[src/source/noc_params.svh]
// NoC input port parameters

`ifndef NOC_PARAMS_SVH
`define NOC_PARAMS_SVH

// --------------------
// Virtual channels
// --------------------

// Number of virtual channels on the input link.
`define NOC_N_VC      4

// Bits needed to carry a channel number.
`define NOC_VC_W      2

// --------------------
// Flits and packets
// --------------------

// Queue depth of each channel, in flits.
`define NOC_FLIT_BUFF 4

// Payload bits per flit.
`define NOC_DATA_W    32

// Packet size of a head flit that is a whole packet.
`define NOC_MIN_PKT   1

`endif

[src/source/noc_pkg.sv]
// NoC flit types
`default_nettype none

`include "noc_params.svh"

package noc_pkg;

  // --------------------
  // Flit encoding
  // --------------------

  typedef enum logic [1:0] {
    FLIT_HEAD = 2'd0,  // Opens a packet.
    FLIT_BODY = 2'd1,  // Middle of a packet.
    FLIT_TAIL = 2'd2   // Closes a packet.
  } flit_type_e;

  typedef struct packed {
    logic [3:0]  pkt_size;  // Flits in packet, head included.
    logic [7:0]  dest;      // Destination node.
    logic [19:0] spare;     // Free for the user.
  } head_data_t;

  typedef struct packed {
    flit_type_e              type_f;  // Position in packet.
    logic [`NOC_DATA_W-1:0]  data;    // Head layout on head flits.
  } flit_t;

  // --------------------
  // Packet boundaries
  // --------------------

  // Head of a packet that still has flits to follow.
  function automatic logic opens_packet(flit_t f);
    head_data_t hd;
    hd = f.data;
    return (f.type_f == FLIT_HEAD) && (hd.pkt_size != 4'(`NOC_MIN_PKT));
  endfunction

  // Last flit of a packet, tail or lone head.
  function automatic logic closes_packet(flit_t f);
    head_data_t hd;
    hd = f.data;
    return (f.type_f == FLIT_TAIL) ||
           ((f.type_f == FLIT_HEAD) && (hd.pkt_size == 4'(`NOC_MIN_PKT)));
  endfunction

endpackage

`default_nettype wire

[src/source/flit_fifo.sv]
// Flit FIFO
`timescale 1ns/1ns
`default_nettype none

module flit_fifo #(
  parameter int SLOTS = 4
) (
  input  wire                   clk,
  input  wire                   arst,
  input  wire                   write_i,   // Push data_i.
  input  wire                   read_i,    // Pop data_o.
  input  wire  noc_pkg::flit_t  data_i,
  output noc_pkg::flit_t        data_o,    // Oldest flit.
  output logic                  full_o,
  output logic                  empty_o,
  output logic                  error_o    // Push on full or pop on empty.
);

  localparam int PTR_W = (SLOTS > 1) ? $clog2(SLOTS) : 1;
  localparam int CNT_W = $clog2(SLOTS + 1);

  noc_pkg::flit_t    mem_q [SLOTS];  // Circular storage.
  logic [PTR_W-1:0]  wr_ptr_q;       // Next slot to write.
  logic [PTR_W-1:0]  rd_ptr_q;       // Oldest slot.
  logic [CNT_W-1:0]  count_q;        // Occupancy.
  logic              error_q;
  logic              wr_en;
  logic              rd_en;

  // Step a pointer with wrap at SLOTS.
  function automatic logic [PTR_W-1:0] bump(input logic [PTR_W-1:0] p);
    return (p == PTR_W'(SLOTS - 1)) ? '0 : p + 1'b1;
  endfunction

  assign full_o  = (count_q == CNT_W'(SLOTS));
  assign empty_o = (count_q == '0);
  assign wr_en   = write_i && !full_o;  // Drop illegal pushes.
  assign rd_en   = read_i && !empty_o;  // Drop illegal pops.
  assign data_o  = mem_q[rd_ptr_q];     // Show-ahead output.
  assign error_o = error_q;

  // --------------------
  // Storage
  // --------------------

  always_ff @(posedge clk) begin
    if (wr_en) begin
      mem_q[wr_ptr_q] <= data_i;
    end
  end

  // --------------------
  // Pointers and count
  // --------------------

  always_ff @(posedge clk or posedge arst) begin
    if (arst) begin
      wr_ptr_q <= '0;
      rd_ptr_q <= '0;
      count_q  <= '0;
      error_q  <= 1'b0;
    end else begin
      if (wr_en) begin
        wr_ptr_q <= bump(wr_ptr_q);
      end
      if (rd_en) begin
        rd_ptr_q <= bump(rd_ptr_q);
      end
      case ({wr_en, rd_en})
        2'b10:   count_q <= count_q + 1'b1;  // Push only.
        2'b01:   count_q <= count_q - 1'b1;  // Pop only.
        default: count_q <= count_q;         // Both or neither.
      endcase
      error_q <= (write_i && full_o) || (read_i && empty_o);  // One-cycle flag.
    end
  end

endmodule

`default_nettype wire

[src/source/vc_buffer.sv]
// Virtual channel buffer
`timescale 1ns/1ns
`default_nettype none

`include "noc_params.svh"

module vc_buffer (
  input  wire                   clk,
  input  wire                   arst,
  // From the input link.
  input  wire  noc_pkg::flit_t  fdata_i,
  input  wire                   valid_i,
  output logic                  ready_o,
  // Toward the arbiter.
  output noc_pkg::flit_t        fdata_o,
  output logic                  valid_o,
  input  wire                   ready_i
);

  logic  fifo_full;
  logic  fifo_empty;
  logic  lock_q;        // A multi-flit packet is still open.
  logic  head_blocked;  // New head while a packet is open.
  logic  accept;        // Flit enters the queue.
  logic  pop;           // Flit leaves toward the arbiter.

  flit_fifo #(
    .SLOTS (`NOC_FLIT_BUFF)
  ) u_fifo (
    .clk     (clk),
    .arst    (arst),
    .write_i (accept),
    .read_i  (pop),
    .data_i  (fdata_i),
    .data_o  (fdata_o),
    .full_o  (fifo_full),
    .empty_o (fifo_empty),
    .error_o ()
  );

  // --------------------
  // Handshakes
  // --------------------

  assign head_blocked = lock_q && (fdata_i.type_f == noc_pkg::FLIT_HEAD);
  assign ready_o      = !fifo_full && !head_blocked;
  assign accept       = valid_i && ready_o;
  assign valid_o      = !fifo_empty;  // Queue head is on offer.
  assign pop          = valid_o && ready_i;

  // --------------------
  // Packet lock
  // --------------------

  always_ff @(posedge clk or posedge arst) begin
    if (arst) begin
      lock_q <= 1'b0;
    end else if (accept) begin
      if (noc_pkg::opens_packet(fdata_i)) begin
        lock_q <= 1'b1;  // Head of a long packet.
      end else if (fdata_i.type_f == noc_pkg::FLIT_TAIL) begin
        lock_q <= 1'b0;  // Packet fully buffered.
      end
    end
  end

endmodule

`default_nettype wire

[src/source/vc_arbiter.sv]
// Round-robin output arbiter
`timescale 1ns/1ns
`default_nettype none

`include "noc_params.svh"

module vc_arbiter (
  input  wire                   clk,
  input  wire                   arst,
  // From the channel buffers.
  input  wire  [`NOC_N_VC-1:0]  req_valid_i,
  input  wire  noc_pkg::flit_t  req_flit_i [`NOC_N_VC],
  output logic [`NOC_N_VC-1:0]  req_ready_o,  // At most one bit high.
  // Shared output link.
  output noc_pkg::flit_t        fdata_o,
  output logic [`NOC_VC_W-1:0]  vc_id_o,
  output logic                  valid_o,
  input  wire                   ready_i
);

  logic [`NOC_VC_W-1:0]  rr_ptr_q;   // First channel to look at.
  logic                  lock_q;     // Grant pinned to one channel.
  logic [`NOC_VC_W-1:0]  lock_vc_q;  // The pinned channel.
  logic [`NOC_VC_W-1:0]  grant_vc;
  logic                  grant_ok;
  logic                  xfer;

  // --------------------
  // Grant
  // --------------------

  always_comb begin
    int idx;
    grant_vc = rr_ptr_q;
    grant_ok = 1'b0;
    idx      = 0;
    if (lock_q) begin
      grant_vc = lock_vc_q;             // Finish the open packet.
      grant_ok = req_valid_i[lock_vc_q];
    end else begin
      for (int i = 0; i < `NOC_N_VC; i++) begin
        idx = (int'(rr_ptr_q) + i) % `NOC_N_VC;  // Scan from the pointer.
        if (!grant_ok && req_valid_i[idx]) begin
          grant_vc = idx[`NOC_VC_W-1:0];
          grant_ok = 1'b1;
        end
      end
    end
  end

  assign fdata_o = req_flit_i[grant_vc];
  assign vc_id_o = grant_vc;
  assign valid_o = grant_ok;
  assign xfer    = grant_ok && ready_i;

  always_comb begin
    req_ready_o = '0;
    req_ready_o[grant_vc] = xfer;  // Pop only the granted queue.
  end

  // --------------------
  // Pointer and lock
  // --------------------

  always_ff @(posedge clk or posedge arst) begin
    if (arst) begin
      rr_ptr_q  <= '0;
      lock_q    <= 1'b0;
      lock_vc_q <= '0;
    end else if (xfer) begin
      if (noc_pkg::opens_packet(fdata_o)) begin
        lock_q    <= 1'b1;  // Hold until the tail leaves.
        lock_vc_q <= grant_vc;
      end else if (noc_pkg::closes_packet(fdata_o)) begin
        lock_q   <= 1'b0;
        rr_ptr_q <= (grant_vc == `NOC_VC_W'(`NOC_N_VC - 1)) ? '0 : grant_vc + 1'b1;
      end
    end else if (grant_ok) begin
      // Stalled offer stays put so a late request cannot steal it.
      lock_q    <= 1'b1;
      lock_vc_q <= grant_vc;
    end
  end

endmodule

`default_nettype wire

[src/source/noc_input_port.sv]
// NoC router input port
`timescale 1ns/1ns
`default_nettype none

`include "noc_params.svh"

module noc_input_port (
  input  wire                   clk,
  input  wire                   arst,
  // Input link.
  input  wire  [`NOC_VC_W-1:0]  vc_id_i,   // Target channel of fdata_i.
  input  wire  noc_pkg::flit_t  fdata_i,
  input  wire                   valid_i,
  output logic [`NOC_N_VC-1:0]  ready_o,   // One bit per channel.
  // Output link to the switch.
  output noc_pkg::flit_t        fdata_o,
  output logic [`NOC_VC_W-1:0]  vc_id_o,
  output logic                  valid_o,
  input  wire                   ready_i
);

  logic [`NOC_N_VC-1:0]  vc_valid_in;  // Steered input valids.
  logic [`NOC_N_VC-1:0]  vc_valid;     // Buffer heads on offer.
  logic [`NOC_N_VC-1:0]  vc_ready;     // Grants from the arbiter.
  noc_pkg::flit_t        vc_flit [`NOC_N_VC];

  // --------------------
  // Channel buffers
  // --------------------

  for (genvar v = 0; v < `NOC_N_VC; v++) begin : g_vc
    // Only the addressed channel sees the valid.
    assign vc_valid_in[v] = valid_i && (vc_id_i == `NOC_VC_W'(v));

    vc_buffer u_vc (
      .clk     (clk),
      .arst    (arst),
      .fdata_i (fdata_i),
      .valid_i (vc_valid_in[v]),
      .ready_o (ready_o[v]),
      .fdata_o (vc_flit[v]),
      .valid_o (vc_valid[v]),
      .ready_i (vc_ready[v])
    );
  end

  // --------------------
  // Output arbiter
  // --------------------

  vc_arbiter u_arb (
    .clk         (clk),
    .arst        (arst),
    .req_valid_i (vc_valid),
    .req_flit_i  (vc_flit),
    .req_ready_o (vc_ready),
    .fdata_o     (fdata_o),
    .vc_id_o     (vc_id_o),
    .valid_o     (valid_o),
    .ready_i     (ready_i)
  );

endmodule

`default_nettype wire

[config.mk]
export PLATFORM = sky130hd
export DESIGN_NAME = noc_input_port
export DESIGN_NICKNAME = d
export VERILOG_FILES = /design/src/source/noc_pkg.sv /design/src/source/flit_fifo.sv /design/src/source/vc_buffer.sv /design/src/source/vc_arbiter.sv /design/src/source/noc_input_port.sv
export VERILOG_INCLUDE_DIRS = /design/src /design/src/source
export SDC_FILE = /design/constraint.sdc
export NUM_CORES = 1
export LEC_CHECK = 0
export BUFFER_PORTS_ARGS = -buffer_cell sky130_fd_sc_hd__buf_2
export CORE_MARGIN = 8
export CORE_UTILIZATION = 42
export CTS_CLUSTER_DIAMETER = 40
export DETAILED_ROUTE_END_ITERATION = 10
export HOLD_SLACK_MARGIN = 0.12
export PLACE_DENSITY_LB_ADDON = 0.1
export SETUP_SLACK_MARGIN = 0.4
export SLEW_MARGIN = 5
export SYNTH_ARGS = -nofsm -noshare
export SYNTH_HDL_FRONTEND = slang
export SYNTH_SLANG_ARGS = --single-unit
[constraint.sdc]
create_clock -name clk -period 3.5 [get_ports clk]
set_input_delay 0.525 -clock clk [delete_from_list [all_inputs] [get_ports clk]]
set_output_delay 0.525 -clock clk [all_outputs]
set_load 0.02 [all_outputs]
==> flow_summary.yaml <==
timing:
  rsz0062_at_grt: "yes"
  setup_viol: 0
  drv_slew: 0
  finalHoldViolCount: 0
  fmax_mhz: 290
  holdWs_ps: 286
  min_period_over_period: 0.984
  worst_slew_pin_slew_ps: 700
  fin_crit_ps: 3450
  max-slew-margin-rel: 0.533
  clock_skew_ps: 19.2
cells_and_area:
  final_cell_mix: "edfxtp_1, mux4_2, nand2_1"
  fillers: 4139
  area_growth_pct: 27.7
  fin_area_um2: 29400
  drive_gt1_frac: 0.412
  final_util: 0.544
  nets: 1453
  final_common_cell: "edfxtp_1"
placed_design:
  dp_hpwl_mm: 31.5
  place_congestion: 0.763
  place_area_um2: 24700
  io_buffers: 80
routing:
  drt_pre_antenna_iters: 5
  vias: 12000
  antenna_left: 0
  drc: 0
  routed_wl_mm: 57.9
  drt_iter0_markers: 816
  via_per_inst: 5.58
  routedWlPerCell_um: 26.8
setup_path:
  cp_max_fo: 6
  worstPathCellList: "or3_4 > o22ai_1 > nand2_1 > o2111a_1 > a21oi_4 > buf_6 > buf_12 > buf_16 > and3_4 > a31oi_4 > buf_4"
  arrival_ps: 2920
  start_kind: "flop"
  startpoint: "g_vc[3].u_vc.u_fifo.count_q[1]"
  cp-end-kind: "output pin"
  slowest_stage: "or3_4"
  slowest_delay_ps: 440
  path_class: "reg2out"
  worst-path-buf-inv: 4
  cp.required_ps: 2970
  r2r.worst_path.cells: 15
  r2r-start: "g_vc[3].u_vc.u_fifo.count_q[1]"
  cp.depth: 11
  crit_family: "simple AND/OR/NAND/NOR gates"
power_and_ir_drop:
  ir_drop_uv: 460
  switching_power_mw: 8.65
  power.total_mw: 27.5
  power-per-cell-area_nw_per_um2: 937
  p_int_mw: 18.9
  clkPwrFrac: 0.341
  p_sw_frac: 0.314
  p_comb_frac: 0.342
  seq_power_share: 0.316
  p_leak_nw: 10.1
cts:
  cts_max_path_buffers: 3
  cts_tree: "done"
  insertion_delay_ps: 620
  cts-root-buf: "clkbuf_16"
  htreeDepth: 3
  numCtsBuffers: 92
  clkSinkCount: 581
  path_clk_slew_ps: 60
synthesis:
  ys_seq_area_frac: 0.751
  syn_avg_cell_area_um2: 19.7
  synth_fp_nets: 1238
  ys_ff_latch: 581
  syn-instance-count: 1169
  synth_flop_cell: "edfxtp_1"
  syn_area_um2: 23000
  yosysUniqueCellTypes: 46
  synth_edf_count: 544
  synthArstFlopShare: 0.0637
  yosys_warnings: 0
global_route:
  grt_pass1_vias: 12700
  antenna_found_initial: 3
  grt_pass1_wl_mm: 85.5
  grt_usage: 0.186
  grt_overflow: 0
  grt_max_degree: 35
flow_run:
  drv_cap: 0
floorplan:
  row_count: 85
  die-area_um2: 62500
  die_h_um: 250
  coreArea_um2: 54000
  initial_core_util: 0.426
  fp.dieW_um: 250
  pin_count: 81
min_path:
  hp-class: "in2reg"
  min_from: "fdata_i[18]"
  hold_depth: 1
status:
  status: "finished clean"
path summary, 6_finish.rpt:
| path | end | slack (ps) |
|---|---|---|
| max in group asynchronous | g_vc[0].u_vc.u_fifo.rd_ptr_q[0] | 2110 |
| hold / removal | g_vc[3].u_vc.u_fifo.mem_q[1][18] | 290 |
| setup reg to reg | g_vc[2].u_vc.u_fifo.count_q[2] | 370 |
| hold reg to reg | g_vc[2].u_vc.lock_q | 510 |
| setup / recovery | fdata_o[6] | 50 |
| min in group asynchronous | g_vc[3].u_vc.u_fifo.wr_ptr_q[0] | 570 |
cell usage after synthesis (2+ instances only):
library cell	count	area [µm²]
mux2_2	10	113
nor3_1	6	30.0
mux4_2	137	3090
nand3_1	4	20.0
nor3_4	2	32.5
xnor2_1	4	35.0
ha_1	25	313
mux2_4	2	30.0
a2bb2oi_1	2	17.5
edfxtp_1	544	16300
a21o_1	6	45.0
mux2_1	2	22.5
o21ai_0	16	80.1
nor2_1	15	56.3
and2_1	13	81.3
xor2_1	8	70.1
clkbuf_1	42	158
a32oi_1	3	26.3
and3_1	29	181
nor2b_1	2	12.5
buf_1	11	41.3
nand2_1	130	488
dfrtp_1	37	926
mux2i_1	12	120
nor3_2	2	20.0
fa_1	4	80.1
a21oi_2	2	17.5
nand4_1	3	18.8
a31oi_1	28	175
inv_1	42	158
buf_4	5	37.5
a21oi_1	4	20.0
or3_1	4	25.0
power groups by stage:
stage | sequential [mW] | clock (mW) | combinational (mW)
floorplan | 8.50 | 0 | 4.76
global placement | 8.82 | 0 | 7.10
detailed placement | 8.83 | 0 | 7.10
CTS | 8.71 | 9.56 | 8.96
global route | 8.78 | 9.86 | 10.0
finish | 8.70 | 9.40 | 9.42
metal layers:
layer,track usage,vias up,part of all wire
met5,0,-,0.00052
met4,0.0594,6,0.021
met3,0.0453,84,0.060
met2,0.291,337,0.47
met1,0.258,6476,0.45
li1,-,5135,-
sequential cells by signal, indices dropped and copies added, names as in the netlist:
register	flops
g_vc.u_vc.lock_q	4
g_vc.u_vc.u_fifo.count_q	12
g_vc.u_vc.u_fifo.mem_q	544
g_vc.u_vc.u_fifo.rd_ptr_q	8
g_vc.u_vc.u_fifo.wr_ptr_q	8
u_arb.lock_q	1
u_arb.lock_vc_q	2
u_arb.rr_ptr_q	2
per-stage QoR:
step	setup WS [ps]	std cells	setup TNS (ps)
2_1_floorplan	423	1169	0
3_3_place_gp	306	1940	0
3_5_place_dp	213	1940	0
4_1_cts	61.5	2146	0
5_1_grt	-15.5	2158	-70.9
6_report	54.9	2159	0
what timing repair did:
action                                  4_1_cts  5_1_grt
hold buffers                                  1        0
endpoints found under the hold margin        15        0
buffers inserted                             27       12
cloned                                        6        0
endpoints found under the setup margin       39       46
pin swaps                                    22       14
resized for setup                           141       53
kinds of logic after synthesis:
family	Yosys count	synth area share
compound gates	67	0.0190
xor+xnor	12	0.00457
fa+ha+maj	29	0.0171
buf+inv	102	0.0176
flops	581	0.751
mux	163	0.147
simple gates	215	0.0444
worst register-to-register path, delay by kind of cell, from the launching register on:
family / cells / cell delay, ps
adders and majority gates: 2 / 610
AOI/OAI and AO/OA: 3 / 550
xor gates and xnor gates: 2 / 320
buffers and inverters: 4 / 430
and+or+nand+nor: 4 / 740
DFF: 1 / 420
layout make-up:
| type | instances | area (µm²) | area share |
|---|---|---|---|
| Inverter | 43 | 169 | 0.00575 |
| Multi-Input combinational cell | 486 | 5970 | 0.203 |
| Clock buffer | 109 | 2520 | 0.0859 |
| Antenna cell | 1 | 2.50 | 0.0000852 |
| Clock inverter | 63 | 719 | 0.0245 |
| Sequential cell | 581 | 17300 | 0.588 |
| Timing Repair Buffer | 180 | 1840 | 0.0627 |
| Tap cell | 696 | 871 | 0.0296 |
No activity file was read; power rests on OpenSTA's default activity.
